File: src/ooo_pkg.sv
////////////////////////////////////////
// ooo back end shared definitions
// widths, function codes, operand word
////////////////////////////////////////

package ooo_pkg;

	////////////////////////////////////////
	// widths
	////////////////////////////////////////
	localparam int XLEN     = 64;                          // data path width
	localparam int PRF_SIZE = 64;                          // physical registers
	localparam int TAG_W    = $clog2(PRF_SIZE);            // 6 bit tag

	localparam int N_UNITS  = 3;                           // cdb requesters
	localparam int MULT_IDX = 0;                           // highest priority, drains first
	localparam int ALU1_IDX = 1;
	localparam int ALU2_IDX = 2;

	typedef logic [TAG_W-1:0] tag_t;                       // physical register tag
	typedef logic [XLEN-1:0]  data_t;                      // data word

	// ALU_MUL is steered to the multiplier, everything else to an alu
	typedef enum logic [2:0] {
		ALU_ADD = 3'd0,
		ALU_SUB = 3'd1,
		ALU_AND = 3'd2,
		ALU_OR  = 3'd3,
		ALU_XOR = 3'd4,
		ALU_MUL = 3'd5
	} alu_func_t;

	////////////////////////////////////////
	// operand word
	////////////////////////////////////////
	typedef struct packed {
		logic [XLEN-TAG_W-1:0] pad;                        // zero when carrying a tag
		tag_t                  tag;                        // producer tag in low bits
	} operand_tag_t;

	// one word, two readings: value when its ready flag is set, tag otherwise
	typedef union packed {
		data_t        value;
		operand_tag_t tag;
	} operand_t;

endpackage

File: src/alu_unit.sv
////////////////////////////////////////
// single cycle alu
// result held in place until the cdb grants it
////////////////////////////////////////
`timescale 1ns/1ns

module alu_unit import ooo_pkg::*; (
	input  logic      clock,
	input  logic      rst_n,
	input  logic      issue,                               // strobe from rs
	input  data_t     opa,
	input  data_t     opb,
	input  alu_func_t func,
	input  tag_t      dest,
	input  logic      grant,                               // from cdb arbiter
	output logic      accept,                              // free or draining this cycle
	output logic      req,                                 // result waiting for the bus
	output data_t     result,
	output tag_t      result_tag
);

	data_t alu_out;
	logic  take;

	always_comb begin
		case (func)
			ALU_ADD: alu_out = opa + opb;
			ALU_SUB: alu_out = opa - opb;
			ALU_AND: alu_out = opa & opb;
			ALU_OR:  alu_out = opa | opb;
			ALU_XOR: alu_out = opa ^ opb;
			default: alu_out = '0;                         // mul never steered here
		endcase
	end

	assign accept = !req || grant;                         // slot frees in the grant cycle
	assign take   = issue && accept;

	always_ff @(posedge clock or negedge rst_n) begin
		if (!rst_n)
			req <= 1'b0;
		else if (take)
			req <= 1'b1;                                   // back to back when granted
		else if (grant)
			req <= 1'b0;
	end

	// holding register, cdb reads straight from here
	always_ff @(posedge clock) begin
		if (take) begin
			result     <= alu_out;
			result_tag <= dest;
		end
	end

endmodule

File: config.mk
export PLATFORM = sky130hd
export DESIGN_NAME = alu_unit
export DESIGN_NICKNAME = d
export VERILOG_FILES = /design/src/ooo_pkg.sv /design/src/alu_unit.sv
export SDC_FILE = /design/constraint.sdc
export NUM_CORES = 1
export LEC_CHECK = 0
export BUFFER_PORTS_ARGS = -buffer_cell sky130_fd_sc_hd__buf_4
export CORE_MARGIN = 2
export CORE_UTILIZATION = 52
export CTS_CLUSTER_DIAMETER = 50
export DETAILED_ROUTE_END_ITERATION = 6
export GPL_TIMING_DRIVEN = 0
export PLACE_DENSITY = 0.81
export SLEW_MARGIN = 30
export SYNTH_ARGS = -nofsm -noshare
export SYNTH_HDL_FRONTEND = slang
export SYNTH_SLANG_ARGS = --single-unit
File: constraint.sdc
create_clock -name clock -period 2.47 [get_ports clock]
set_input_delay 0.3705 -clock clock [delete_from_list [all_inputs] [get_ports clock]]
set_output_delay 0.3705 -clock clock [all_outputs]
set_load 0.005 [all_outputs]
# == After elaboration in Yosys (flattened, before gate mapping) ==
# Index checks and enable logic that the tools add are counted.
# W data, S select, Z words.
# word_totals
regBits,71
out_inout_bits,72
elab_cells,20
# op_classes
n_mux,3
reduce_logical,5
n_addsub,2
eq_ne,4
bitwise_logic,3
# op_table
cell,count
$pmux W64 S5,1
$add A64 B64 Y64,1
$and A64 B64 Y64,1
$or A64 B64 Y64,1
$sub A64 B64 Y64,1
$xor A64 B64 Y64,1
$eq A3 B2 Y1 const B,2
$eq A3 B1 Y1 const B,1
$eq A3 B3 Y1 const B,1
$logic_not A3 Y1,1
$mux W1,2
$reduce_bool A2 Y1,1
$logic_and A1 B1 Y1,1
$logic_not A1 Y1,1
$logic_or A1 B1 Y1,1

# == Depth between registers and ports, before layout ==
# logic_depth
word_depth,4
depth_mapped,23
mapped_depth_nobuf,22

# == Worst setup path after synthesis ==
# No wires, ideal clock.
# synth_timing
path_kind,input to register
start,input func[1]
end,"register result[62], data pin"
setup_time_ps,275
arrival_ps,4372
slack_ps,-2177
required_ps,2195
path_stages,20
path_buffers,4
path_cell_list,clkbuf_1 -> or2_2 -> clkbuf_1 -> nor2_1 -> clkbuf_1 -> clkbuf_1 -> nor2_1 -> xnor2_1 -> ha_1 -> nor2b_1 -> o31a_1 -> o221a_1 -> or2_1 -> a21o_1 -> a21oi_1 -> o21ai_1 -> o31ai_1 -> o31ai_1 -> xnor2_1 -> o221ai_1
# synth_between
elab_chain_len,2
# synth_rtl
element,line_no,text
start: declaration,alu_unit.sv:13,"input alu_func_t func,"
$eq A3 B3 Y1 (tied with other cells),alu_unit.sv:26,case (func)
$pmux W64 S5 (*),alu_unit.sv:26,
net alu_out[62],alu_unit.sv:22,data_t alu_out;
end signal: assignment,alu_unit.sv:51,result <= alu_out;
end: declaration,alu_unit.sv:18,"output data_t result,"
# Mark *: on every way through the listed nets, which the timed path passes. The rest lies on a longest branch.
# A chain may end at the register's enable or synchronous reset.

# == Final worst setup path ==
# layout_timing
start,input opb[5]
end,"register result[62], data pin"
# layout_between
elab_chain_len,2
# layout_rtl
element,line_no,text
start: declaration,alu_unit.sv:12,"input data_t opb,"
$sub A64 B64 Y64 / $add A64 B64 Y64 (equally long branches),"alu_unit.sv:28, alu_unit.sv:27",
$pmux W64 S5 (*),alu_unit.sv:26,
net alu_out[62],alu_unit.sv:22,
# Marked as above.

==> impl_results.md <==
* Status: finished with violations
* Failing checks: design-rule violations, negative setup slack
* Clk_lat worst skew at approximately 0.36 ns
* Setup CP Type: input port to flip-flop
* Final count of pins violating max slew at 0
* Fin. Hold Viols at 0
* Max rail drop VDD at approximately 0.32 mV
* Synth-to-layout area growth at 43.86%
* First-pass GRT wire length at around 60000 um
* Worst-path clk slew at ~0.07 ns
* Vias after detailed routing at roughly 12000
* HP Class: input port to flip-flop
* Total iterations of the first detailed-routing run at 7
* LEAKAGE at a little under 7 nW
* CP startpoint kind: input port
* Maximum clock insertion buffer count at 2
* Top cells by area, synth: ha_1 (22%), edfxtp_1 (20%), xnor2_1 (8.0%)
* Number of flops mapped to enable cells by yosys at 70
* CP arrival at between 5 and 6 ns
* Final hold slack at 0.1880 ns
* Vias in the first global route at 11552
* Final worst path period need at 4.980 ns
* Die height at 147.8 um
* Total power at ~6.7 mW
* Crit path required time at ~2.5 ns
* CTS tree: done
* Initial DRC count at between 1000 and 1500
* Final count of negative-setup-slack endpoints at about 60
* CTS Sinks at 71
* Layout cell share with drive strength beyond 1 at a little over a third
* Antenna violations before repair at 0
* Final worst setup slack at -2.510 ns
* Share of flip-flops with an asynchronous set or reset at around 1.4%
* GR Overflow Total at 0
* Ports at between 200 and 250
* Yosys Warn Count at 0
* Largest net degree at the start of global routing at between 40 and 50
* Max frequency at 200.8 MHz
* Final Wtd Congestion at 0.9849
* Core Rows at between 50 and 60
* Synthesized area per cell at 7.898 um2
* Detailed Route WL at roughly 42000 um
* Sequential fraction of the synthesis area at 19.79%
* Mapped Nets at approximately 1700
* Nets at 2007
* Mapped Area at ~11000 um2
* Most common cell in the netlist: ha_1
* Power Density at between 400 and 500 nW/um2
* Detailed placement HPWL at 29080 um
* Largest fanout on the critical path at 6
* Final Skew at approximately 0.0086 ns
* Slew headroom at a little over a third
* Final period util at 201.6%
* Initial core utilization at a little over half
* Yosys top cell by area: ha_1
* Synth top area share at ~22%
* Ys flop type: edfxtp_1
* Core Box Area at 20230 um2
* Max-cap violations at 0
* Post-route ant nets at 0
* I/O Buffers at 210
* All-Layer GR Usage at 35.44%
* Number of buffers created by CTS at 9
* Critical Path End Type: flip-flop
* DIE WIDTH at between 100 and 150 um
* Drt drc at 1
* Die area at approximately 22000 um2
* Mapped Cells at 1361
* Unique masters post-synth at between 70 and 80
* WL per Instance at 21.73 um
* RSZ-0062 raised after global routing: yes
* Synth Register Bits at 71
* Commonest cells in the netlist: ha_1 (192), inv_1 (143), a21oi_1 (140)
* H-tree depth at 3
* Vias/cell at roughly 6.3
* Slew @ Worst Pin at roughly 0.95 ns
* Root Buffer: clkbuf_16
## final timing paths
check	from	endpoint	slack, ns	depth (start not counted)
setup / recovery	opb[5]	result[62]	-2.51	23
hold / removal	dest[0]	result_tag[0]	0.19	1
setup reg to reg	req	result[48]	0.88	3
hold reg to reg	req	req	0.55	2
max in group asynchronous	rst_n	req	2.07	2
min in group asynchronous	rst_n	req	0.32	2
## cell type report
type	count	area [um2]
plain buffers	48	319.1
well taps	270	337.8
multi-input cells	1080	9295
clock buffers	10	229.0
fillers	1388	4771
inverters	146	553.0
flip-flops and latches	71	2127
diodes	1	2.502
clock inverters	6	68.82
repair buffers	317	2531
## critical path, stage by stage
cell and delay [ns]:
buf_6 0.09, or3_4 0.41, or3_4 0.36, nor3_4 0.17, buf_6 0.14, nand4_1 0.16
or3_1 0.37, buf_6 0.15, nor2_4 0.22, a21oi_2 0.10, xnor2_1 0.15, ha_1 0.35
a21o_1 0.18, a21o_1 0.19, a21oi_2 0.16, o31ai_2 0.09, a221oi_2 0.31, or2_4 0.19
o21ai_2 0.08, o31ai_4 0.24, o31ai_2 0.12, xnor2_1 0.26, o221ai_2 0.17
## kinds of logic (layout without fill, tap and decap cells)
| kind of cell | after synthesis | in the layout | synth area share (%) |
|---|---|---|---|
| buffers and inverters | 210 | 527 | 7.403 |
| other | 0 | 1 | 0 |
| and+or+nand+nor | 321 | 321 | 14.17 |
| xor gates and xnor gates | 124 | 124 | 10.17 |
| muxes | 1 | 1 | 0.09312 |
| DFF | 71 | 71 | 19.79 |
| adders and majority gates | 193 | 193 | 22.54 |
| AOI/OAI and AO/OA | 441 | 441 | 25.84 |
## flip-flops by register name, summed over array words and instances (netlist names)
signal	flops
req	1
result_tag	6
result	64
## per-stage QoR
step,setup WS [ns],cell area (um2),TNS [ns],util [%],std cells
after detailed placement,-3.464,12950,-143.10,64.01,1842
after global routing,-2.680,15460,-114.19,76.41,1948
after floorplan,-2.039,11020,-82.88,-,1361
after CTS,-2.436,14390,-100.08,71.11,1907
final,-2.510,15460,-108.55,76.42,1949
after global placement,-3.505,12930,-143.43,63.90,1841
## timing repair
action,4_1_cts,5_1_grt
pin swaps,71,75
resized for setup,172,161
setup endpoints to repair,63,59
buffers inserted,57,48
endpoints found under the hold margin,1,0
hold buffers,1,0
## routing by layer
metal | GRT usage [%] | share of wire (%) | up-vias | wire (um)
met4 | 16.30 | 5.4 | 0 | 2289
met1 | 45.36 | 38 | 5827 | 16210
met2 | 57.79 | 46 | 722 | 19570
li1 | - | - | 5470 | -
met5 | 0 | 0 | - | 0
met3 | 7.037 | 10 | 190 | 4289
## cells in the final DEF (no fill, tap or decap), drive strengths merged, types with 27 or more instances in the layout
master / count
a21o: 41
xnor2: 99
edfxtp: 70
o21ai: 94
ha: 192
nor2: 130
buf: 321
a21oi: 140
nand2: 83
a31oi: 27
a211oi: 49
clkbuf: 52
inv: 146
## report_power, final
part,internal (mW),total [mW],switching (mW)
logic,1.68,3.73,2.05
clock network,0.792,1.43,0.636
registers,1.47,1.50,0.0300
No activity file was read; power rests on OpenSTA's default activity.
