===== src/ooo_pkg.sv =====
////////////////////////////////////////
// ooo back end shared definitions
// widths, function codes, operand word
////////////////////////////////////////

package ooo_pkg;

	////////////////////////////////////////
	// widths
	////////////////////////////////////////
	localparam int XLEN     = 64;                          // data path width
	localparam int PRF_SIZE = 64;                          // physical registers
	localparam int TAG_W    = $clog2(PRF_SIZE);            // 6 bit tag

	localparam int N_UNITS  = 3;                           // cdb requesters
	localparam int MULT_IDX = 0;                           // highest priority, drains first
	localparam int ALU1_IDX = 1;
	localparam int ALU2_IDX = 2;

	typedef logic [TAG_W-1:0] tag_t;                       // physical register tag
	typedef logic [XLEN-1:0]  data_t;                      // data word

	// ALU_MUL is steered to the multiplier, everything else to an alu
	typedef enum logic [2:0] {
		ALU_ADD = 3'd0,
		ALU_SUB = 3'd1,
		ALU_AND = 3'd2,
		ALU_OR  = 3'd3,
		ALU_XOR = 3'd4,
		ALU_MUL = 3'd5
	} alu_func_t;

	////////////////////////////////////////
	// operand word
	////////////////////////////////////////
	typedef struct packed {
		logic [XLEN-TAG_W-1:0] pad;                        // zero when carrying a tag
		tag_t                  tag;                        // producer tag in low bits
	} operand_tag_t;

	// one word, two readings: value when its ready flag is set, tag otherwise
	typedef union packed {
		data_t        value;
		operand_tag_t tag;
	} operand_t;

endpackage


===== src/cdb_arbiter.sv =====
////////////////////////////////////////
// cdb arbiter
// fixed priority grant, muxes winner onto the bus
////////////////////////////////////////
`timescale 1ns/1ns

module cdb_arbiter import ooo_pkg::*; (
	input  logic                       [N_UNITS-1:0] req,        // held until granted
	input  data_t                      [N_UNITS-1:0] result,
	input  tag_t                       [N_UNITS-1:0] result_tag,
	output logic                       [N_UNITS-1:0] grant,      // one hot
	output logic                                     cdb_valid,
	output tag_t                                     cdb_tag,
	output data_t                                    cdb_value
);

	// lowest index wins, multiplier sits at index 0
	always_comb begin
		logic found;
		found     = 1'b0;
		grant     = '0;
		cdb_tag   = '0;
		cdb_value = '0;
		for (int i = 0; i < N_UNITS; i++) begin
			if (req[i] && !found) begin
				found     = 1'b1;
				grant[i]  = 1'b1;
				cdb_tag   = result_tag[i];
				cdb_value = result[i];
			end
		end
	end

	assign cdb_valid = |req;                               // someone always wins

endmodule


===== config.mk =====
export PLATFORM = sky130hd
export DESIGN_NAME = cdb_arbiter
export DESIGN_NICKNAME = d
export VERILOG_FILES = /design/src/ooo_pkg.sv /design/src/cdb_arbiter.sv
export SDC_FILE = /design/constraint.sdc
export NUM_CORES = 1
export LEC_CHECK = 0
export ABC_AREA = 1
export BUFFER_PORTS_ARGS = -buffer_cell sky130_fd_sc_hd__buf_4
export CAP_MARGIN = 10
export CORE_AREA = 3 3 110 112
export DETAILED_ROUTE_END_ITERATION = 8
export DIE_AREA = 0 0 113 115
export MAX_ROUTING_LAYER = met4
export PLACE_DENSITY = 0.5
export SETUP_SLACK_MARGIN = 0.5
export SLEW_MARGIN = 20
export SYNTH_ARGS = -nofsm -noshare
export SYNTH_HDL_FRONTEND = slang
export SYNTH_SLANG_ARGS = --single-unit

===== constraint.sdc =====
create_clock -name vclk -period 1.55
set_input_delay 0 -clock vclk [all_inputs]
set_output_delay 0 -clock vclk [all_outputs]
set_load 0.02 [all_outputs]

---- Yosys cells after proc, flatten, opt, wreduce, memory -nomap -nowiden ----
Index checks and enable logic that the tools add are counted.
word-level totals
  bits of input ports ..................... 213
  register bits ........................... 0
  word-level logic and storage cells ...... 15
  output and inout port bits .............. 74
cells by class
  reduce and logical (&&, ||, !) cells .... 5
  multiplexer cells ....................... 10
operator list
  cell               number
  $mux 64            3
  $mux 6             3
  $mux 1             4
  $reduce_or 3->1    1
  $logic_and 1x1->1  2
  $logic_not 1->1    2

---- Depth between registers and ports, before layout ----
Gate-level depths: netlist (run 1).
  depth in word-level cells ............... 7
  depth in mapped cells ................... 5
  gate-level depth less buffers ........... 3

---- Worst setup path before layout (run 1) ----
No wires, ideal clock.
  kind .................................... input-to-output
  start ................................... input req[0]
  end ..................................... output grant[2]
  buffers on the path ..................... 2
  required time ........................... 1,550 ps
  arrival time ............................ 804 ps
  slack ................................... 746 ps
  stages .................................. 3
  path through ............................ buf_4 -> buf_2 -> nor3_1
between the ends
  word-level cells in the longest chain between the ends .. 7
ends and longest elaborated chain
  what                   line               RTL
  start: declaration     cdb_arbiter.sv:8   input logic [N_UNITS-1:0] req,
  $mux 1 (*)             cdb_arbiter.sv:25  if (req[i] && !found) begin
  $logic_not 1->1        cdb_arbiter.sv:25
  $logic_and 1x1->1      cdb_arbiter.sv:25
  $mux 1 (*)             cdb_arbiter.sv:25
  $logic_not 1->1 (*)    cdb_arbiter.sv:25
  $logic_and 1x1->1 (*)  cdb_arbiter.sv:25
  $mux 1 (*)             cdb_arbiter.sv:25
  end: declaration       cdb_arbiter.sv:11  output logic [N_UNITS-1:0] grant,
Every way passes the cells marked *; elsewhere a longest branch is shown, timed or not.

---- Final worst setup path (run 1) ----
  start ................................... input req[1]
  end ..................................... output cdb_value[50]
between the ends
  word-level cells in the longest chain between the ends .. 5
  elaborated cells on any way between the ends .. 6
  those cells by class .................... mux (3); reduce/logical (3)
ends and longest elaborated chain
  what                   line               RTL
  $logic_and 1x1->1 (*)  cdb_arbiter.sv:25
  $mux 1                 cdb_arbiter.sv:25
  $logic_not 1->1        cdb_arbiter.sv:25
  $logic_and 1x1->1      cdb_arbiter.sv:25
  $mux 64 (*)            cdb_arbiter.sv:25
  end: declaration       cdb_arbiter.sv:14  output data_t cdb_value
Marked as above.

==> results of run 1 <==
==> worst max-delay path: cells and delay by family <==
family / cells / cell delay, ps
buf+inv: 3 / 650
simple gates: 2 / 280
==> worst paths after layout <==
| check | to |
|---|---|
| worst min-delay path | cdb_value[58] |
| worst max-delay path | cdb_value[50] |
==> through the flow <==
step	std cells	hold WS [ps]	util [%]	cell area [um^2]
finish	730	318	34.4	3890
global route	730	327	34.4	3890
CTS	726	321	33.6	3800
detailed placement	726	320	33.6	3800
global placement	726	317	33.6	3800
floorplan	326	113	-	1540
==> layout by cell type, fill, tap and decap left out <==
master / n
buf_6: 4
buf_4: 289
nor2_1: 1
inv_1: 2
clkbuf_16: 2
buf_12: 5
nor3_1: 1
inv_2: 1
nand2_1: 71
nor2_4: 1
nand3_1: 210
==> final cells by class <==
class / instances / area, um^2
Tap cell: 143 / 179
Fill cell: 1260 / 7430
Multi-Input combinational cell: 284 / 1340
Timing Repair Buffer: 300 / 2360
Inverter: 3 / 11.3
==> per-layer routing <==
metal / routed length, um / GRT usage, % / up-vias
met1: 4520 / 18.0 / 1628
met4: 96 / 0.881 / 0
met5: 0 / - / -
li1: - / - / 1669
met2: 6470 / 29.6 / 203
met3: 924 / 1.11 / 14
==> what timing repair did <==
| action | 4_1_cts | 5_1_grt |
|---|---|---|
| hold endpoints to repair | 0 | 0 |
| cloned | 0 | 3 |
| pin swaps | 0 | 1 |
| gates resized for setup | 1 | 2 |
| endpoints found under the setup margin | 3 | 50 |
| buffers inserted | 0 | 1 |
==> cell usage after synthesis <==
master,instances,area (um^2)
nand3_1,210,1050
nand2_1,71,267
buf_2,23,115
clkbuf_1,13,48.8
buf_4,2,15.0
inv_1,2,7.51
buf_6,1,11.3
inv_2,1,3.75
nor2_1,1,3.75
nor2_4,1,11.3
nor3_1,1,5.00
==> where the power goes <==
part	switching, mW	internal [mW]	total, mW
registers	0	0	0
logic	0.634	0.689	1.32
clock network	0	0	0
==> cells by family (layout without fill, tap and decap cells) <==
family | after synthesis | count (layout)
AND/OR/NAND/NOR | 284 | 284
buffers and inverters | 42 | 303
==> impl_metrics.py, run 1 <==
metrics = {
    "logic_synthesis": {
        "synthDistinctLibCells": 11,
        "synth_xor_area_share_pct": 0,
        "syn_area_per_cell_um2": 4.72,
        "synth_top_family_by_area": "simple AND/OR/NAND/NOR gates",
        "synth_seq_area_share_pct": 0,
        "synth_compound_area_share_pct": 0,
        "synthMuxAreaShare_pct": 0,
        "synth-simple-area-share_pct": 86.9,
        "yosys.area_share.adder_pct": 0,
        "synth_area_um2": 1540,
        "yosysWarnings": 0,
        "synthCells": 326,
        "syn_nets": 539,
    },
    "clocking": {
        "cts_hold_buffers": 0,
    },
    "detailed_routing": {
        "drcViolationCount": 0,
        "avgViaCountPerCell": 4.81,
        "ant_nets": 0,
        "drt_iter0_drc": 149,
        "routed_wl_um": 12000,
        "wire_per_inst_um": 16.5,
        "via_count": 3514,
        "dr.pass1.iters": 5,
    },
    "sta": {
        "worst_pin_slew_ps": 391,
        "clock.fmax_mhz": 1050,
        "hold_viol_final": 0,
        "rsz0062_at_grt": "no",
        "relSlewSlack_pct": 73.9,
        "finalSetupTns_ps": 0,
        "final-setup-viol-count": 0,
        "fin_crit_sh_pct": 61.7,
        "worst_slack_ps": 593,
        "slew_viol_final": 0,
        "min_period_ps": 957,
    },
    "hold_path": {
        "hp-class": "input port to output pin",
        "holdPathStages": 4,
        "hp-start": "result[58]",
    },
    "worst_setup_path": {
        "critPathLaunch": "req[1]",
        "cp_slowest_cell": "buf_4",
        "cp_common_cell": "buf_4",
        "cpPeakStageDelay_ps": 370,
        "worstPathMaxFanout": 35,
        "criticalPathCategory": "input port to output pin",
        "path_cells": "buf_4 > buf_4 > nand3_1 > nand3_1 > buf_4",
        "worst_ep_required_time_ps": 1550,
        "worstPathArrival_ps": 960,
        "end_kind": "output pin",
        "cp-start-kind": "input port",
    },
    "placement": {
        "gp_congestion": 0.848,
        "hpwlAfterDp_um": 8640,
        "post-place-ws_ps": 476,
        "io_buffers": 287,
    },
    "power": {
        "leakage_nw": 2.09,
        "ir_worst_vdd_mv": 0.161,
        "finalPower_mw": 1.32,
        "cellPowerDensity_nw_per_um2": 340,
    },
    "die": {
        "start_util_pct": 13.6,
        "io_pins": 287,
        "dieWidth_um": 113,
        "die_h_um": 115,
        "die_area_um2": 13000,
        "rows": 39,
        "core-area_um2": 11300,
    },
    "final_layout": {
        "final_nets": 802,
        "post_route_cells_drive_above_1_share_pct": 51.4,
        "nClkBuffers": 0,
        "final-seq-area_um2": 0,
        "diodes": 0,
        "layout-area-overhead-vs-synth_pct": 153,
        "sequential_cell_total": 0,
    },
    "grt": {
        "grt_max_degree": 58,
        "grt_pass1_vias": 3404,
        "grt.overflow.total": 0,
        "antenna_found_initial": 0,
        "grt_pass1_wl_um": 16400,
        "grt.total_usage_pct": 15.3,
    },
    "run": {
        "cap_violations": 0,
    },
    "run_status": {
        "status": "complete, no violations",
    },
}
Power figures use the tool's default switching activity.
==> run 2, diff against run 1 <==
Settings changed: CORE_AREA 3 3 110 112 to 3 3 109 111, DIE_AREA 0 0 113 115 to 0 0 112 114.
Clock period 1.55 ns to 0.92 ns, I/O delays scaled along.
==> impl_metrics.py, run 2 (same netlist as run 1, synthesis figures left out) <==
metrics = {
    "sta": {
        "fin_hold_ws_ps": 304,
        "finalSetupTns_ps": 0,
        "final-setup-viol-count": 0,
        "worst_pin_slew_ps": 316,
        "clock.fmax_mhz": 1120,
        "relSlewSlack_pct": 79.0,
        "slew_viol_final": 0,
        "hold_viol_final": 0,
        "rsz0062_at_grt": "yes",
        "min_period_ps": 892,
        "fin_crit_sh_pct": 97.0,
    },
    "die": {
        "io_pins": 287,
        "core-area_um2": 10900,
        "die_area_um2": 12800,
        "start_util_pct": 14.1,
        "dieWidth_um": 112,
        "rows": 38,
        "die_h_um": 114,
    },
    "final_layout": {
        "sequential_cell_total": 0,
        "final_cell_mix": "246 x buf_4, 103 x nand3_1, 95 x nand3_2",
        "stdcell_area_um2": 5040,
        "nClkBuffers": 0,
        "fin_util_pct": 46.3,
        "post_route_cells_drive_above_1_share_pct": 71.2,
        "multi_input_area_um2": 1990,
        "fillers": 1111,
        "final_common_cell": "buf_4",
        "diodes": 0,
        "final-seq-area_um2": 0,
        "layout-area-overhead-vs-synth_pct": 227,
        "final_nets": 816,
    },
    "placement": {
        "hpwlAfterDp_um": 9120,
        "gp_congestion": 0.902,
        "post_dp_cell_area_um2": 4340,
        "io_buffers": 287,
    },
    "worst_setup_path": {
        "criticalPathCategory": "input port to output pin",
        "worstPathMaxFanout": 7,
        "worst_ep_required_time_ps": 920,
        "cpPeakStageDelay_ps": 180,
        "worstPathArrival_ps": 890,
        "cp_slowest_cell": "clkbuf_16",
        "path_cells": "buf_6 > nor2_4 > buf_12 > clkbuf_16 > nand3_2 > nand3_2 > buf_6",
        "end_kind": "output pin",
        "cp-start-kind": "input port",
    },
    "grt": {
        "grt_pass1_wl_um": 17000,
        "antenna_found_initial": 0,
        "grt.total_usage_pct": 16.3,
        "grt_pass1_vias": 3415,
        "grt_max_degree": 45,
        "grt.overflow.total": 0,
    },
    "clocking": {
        "cts_hold_buffers": 0,
    },
    "run": {
        "cap_violations": 0,
    },
    "power": {
        "ir_worst_vdd_mv": 0.340,
        "leakage_nw": 2.64,
        "cellPowerDensity_nw_per_um2": 550,
    },
    "detailed_routing": {
        "wire_per_inst_um": 17.8,
        "drt_iter0_drc": 209,
        "routed_wl_um": 13200,
        "dr.pass1.iters": 4,
        "via_count": 3576,
        "avgViaCountPerCell": 4.83,
        "ant_nets": 0,
        "drcViolationCount": 0,
    },
    "run_status": {
        "status": "complete, no violations",
    },
    "hold_path": {
        "hp-class": "input port to output pin",
    },
}
[run 2: path summary, 6_finish.rpt]
path,depth (start not counted),endpoint,from
min,4,cdb_value[58],result[58]
max,7,cdb_value[28],req[0]
[run 2: metal layers]
layer	vias up	part of all wire (%)	global-route usage [%]
li1	1710	-	-
met1	1675	39	18.6
met2	179	53	31.9
met3	12	6.4	1.80
met4	0	1.1	1.20
met5	-	0	-
[run 2: through the flow]
stage          cells  setup slack [ps]  power [mW]
6_report         741              27.5        2.77
5_1_grt          741             -15.7        2.95
4_1_cts          725              2.56        2.40
3_5_place_dp     725              6.49        2.40
3_3_place_gp     725              5.52        2.38
2_1_floorplan    326               242        1.09
[run 2: cell type report]
type | count | share of cell area, %
timing repair buffer | 314 | 56.7
tap | 140 | 3.48
inverter | 3 | 0.397
multi-input combinational | 284 | 39.5
[run 2: critical path: cells and delay by family]
| kind | cells | cell delay (ps) |
|---|---|---|
| simple gates | 3 | 290 |
| buf+inv | 4 | 580 |
[run 2: timing repair]
item / CTS / global route
gates cloned: 0 / 12
pin swaps: 0 / 9
endpoints found under the setup margin: 74 / 74
gates resized for setup: 0 / 93
setup buffers: 0 / 4
[run 2: power by group]
group	internal, mW	switching [mW]	leakage, nW
Sequential	0	0	0
Combinational	1.49	1.28	2.64
Clock	0	0	0
==> run 3, diff against run 2 <==
Settings changed: ABC_AREA 1 to default, CORE_AREA 3 3 109 111 to 3 3 110 112, DIE_AREA 0 0 112 114 to 0 0 113 115, PLACE_DENSITY 0.5 to 0.53.
==> impl_metrics.py, run 3 <==
metrics = {
    "run_status": {
        "status": "complete, no violations",
    },
    "worst_setup_path": {
        "worst_ep_required_time_ps": 920,
        "criticalPathCategory": "input port to output pin",
        "cpPeakStageDelay_ps": 200,
        "end_kind": "output pin",
        "worstPathArrival_ps": 760,
        "cp_slowest_cell": "nand3b_1",
        "cp_num_buf_inv": 3,
        "path_cells": "buf_16 > buf_12 > nand3b_1 > a21oi_4 > buf_6",
        "cpLargestDelayFamily": "buffers and inverters",
        "worstPathMaxFanout": 19,
        "cp-start-kind": "input port",
    },
    "detailed_routing": {
        "drcViolationCount": 0,
        "dr.pass1.iters": 4,
        "via_count": 3576,
        "ant_nets": 0,
        "drt_iter0_drc": 63,
        "routed_wl_um": 12900,
        "avgViaCountPerCell": 4.77,
        "wire_per_inst_um": 17.2,
    },
    "sta": {
        "slew_viol_final": 0,
        "hold_viol_final": 0,
        "final-setup-viol-count": 0,
        "relSlewSlack_pct": 88.4,
        "rsz0062_at_grt": "yes",
        "fin_crit_sh_pct": 82.6,
        "min_period_ps": 760,
        "finalSetupTns_ps": 0,
        "worst_pin_slew_ps": 173,
        "clock.fmax_mhz": 1320,
    },
    "final_layout": {
        "multi_input_area_um2": 2270,
        "sequential_cell_total": 0,
        "final_cell_mix": "250 x buf_4, 90 x a21oi_2, 70 x nand3b_1",
        "final-seq-area_um2": 0,
        "post_route_cells_drive_above_1_share_pct": 73.6,
        "nClkBuffers": 0,
        "diodes": 0,
        "layout-area-overhead-vs-synth_pct": 190,
        "final_nets": 822,
        "fin_util_pct": 49.2,
        "final_common_cell": "buf_4",
        "fillers": 1088,
        "stdcell_area_um2": 5580,
    },
    "logic_synthesis": {
        "syn_nets": 536,
        "synth_area_leader_cell": "a21oi_1",
        "syn_area_per_cell_um2": 5.94,
        "synth_seq_area_share_pct": 0,
        "yosys-top-cells-area": "a21oi_1 37%, nand3b_1 27%, nor2b_1 23%",
        "ys_top_cells_by_count": "140 x a21oi_1, 71 x nor2b_1, 70 x nand3b_1",
        "synth_area_um2": 1920,
        "synthCells": 323,
        "synth.most_common_cell": "a21oi_1",
        "synthDistinctLibCells": 9,
        "synth_top_area_share_pct": 36.5,
        "yosysWarnings": 0,
    },
    "grt": {
        "grt.total_usage_pct": 18.5,
        "antenna_found_initial": 0,
        "grt_max_degree": 25,
        "grt_pass1_vias": 3846,
        "grt.overflow.total": 0,
        "grt_pass1_wl_um": 19300,
    },
    "die": {
        "io_pins": 287,
        "die_area_um2": 13000,
        "rows": 39,
        "start_util_pct": 17.0,
        "die_h_um": 115,
        "dieWidth_um": 113,
        "core-area_um2": 11300,
    },
    "power": {
        "leakage_nw": 2.38,
        "cellPowerDensity_nw_per_um2": 559,
        "finalPower_mw": 3.12,
        "ir_worst_vdd_mv": 0.350,
    },
    "placement": {
        "hpwlAfterDp_um": 9210,
        "io_buffers": 287,
        "gp_congestion": 0.817,
        "post_dp_cell_area_um2": 4690,
    },
    "clocking": {
        "cts_hold_buffers": 0,
    },
    "run": {
        "cap_violations": 0,
    },
    "hold_path": {
        "hp-class": "input port to output pin",
    },
}
==> run 3: cell types whose count changed after synthesis, sizes merged, moves of 3 or more <==
cell | before | now
buf | 26 | 20
nand2 | 71 | 0
clkbuf | 13 | 20
nor2b | 0 | 71
inv | 3 | 0
nand3 | 210 | 0
a21oi | 0 | 140
nand3b | 0 | 70
==> run 3: final timing paths <==
kind / startpoint / endpoint / slack [ps] / depth (start not counted)
max: req[1] / cdb_tag[3] / 160 / 5
min: result[32] / cdb_value[32] / 340 / 4
==> run 3: where the power goes <==
part | internal (mW) | leakage, nW | switching, mW
Clock | 0 | 0 | 0
Sequential | 0 | 0 | 0
Combinational | 1.78 | 2.38 | 1.34
Total | 1.78 | 2.38 | 1.34
==> run 3: repair_timing <==
item / CTS / global route
setup endpoints to repair: 74 / 74
cloned: 15 / 2
pin swaps: 17 / 7
buffers inserted: 1 / 0
resized for setup: 103 / 18
==> run 3: worst min-delay path: cells and delay by family <==
kind / cells / cell delay (ps)
buffers and inverters: 2 / 220
AO/OA/AOI/OAI: 1 / 90
AND/OR/NAND/NOR: 1 / 40
==> run 3: cell type report <==
| class | instances | share of cell area (%) |
|---|---|---|
| Tap cell | 143 | 3.21 |
| Multi-Input combinational cell | 283 | 40.6 |
| Timing Repair Buffer | 324 | 56.1 |
==> run 3: per-layer routing <==
| metal | GRT usage (%) | wire length, um |
|---|---|---|
| met2 | 33.8 | 6740 |
| met1 | 22.0 | 5070 |
| met5 | - | 0 |
| met4 | 3.77 | 343 |
| met3 | 1.95 | 749 |
==> run 3: cells by family after synthesis <==
group	count (synthesis)	share of synthesized area, %
buffers and inverters	40	12.3
AND/OR/NAND/NOR	143	51.2
AO/OA/AOI/OAI	140	36.5
==> run 3: through the flow <==
step | worst slack (ps) | hold WS [ps] | std cells
after floorplan | 189 | 113 | 323
after global placement | 73.2 | 340 | 732
after detailed placement | 38.6 | 344 | 732
after CTS | 132 | 343 | 748
after global routing | 108 | 356 | 750
final | 160 | 339 | 750
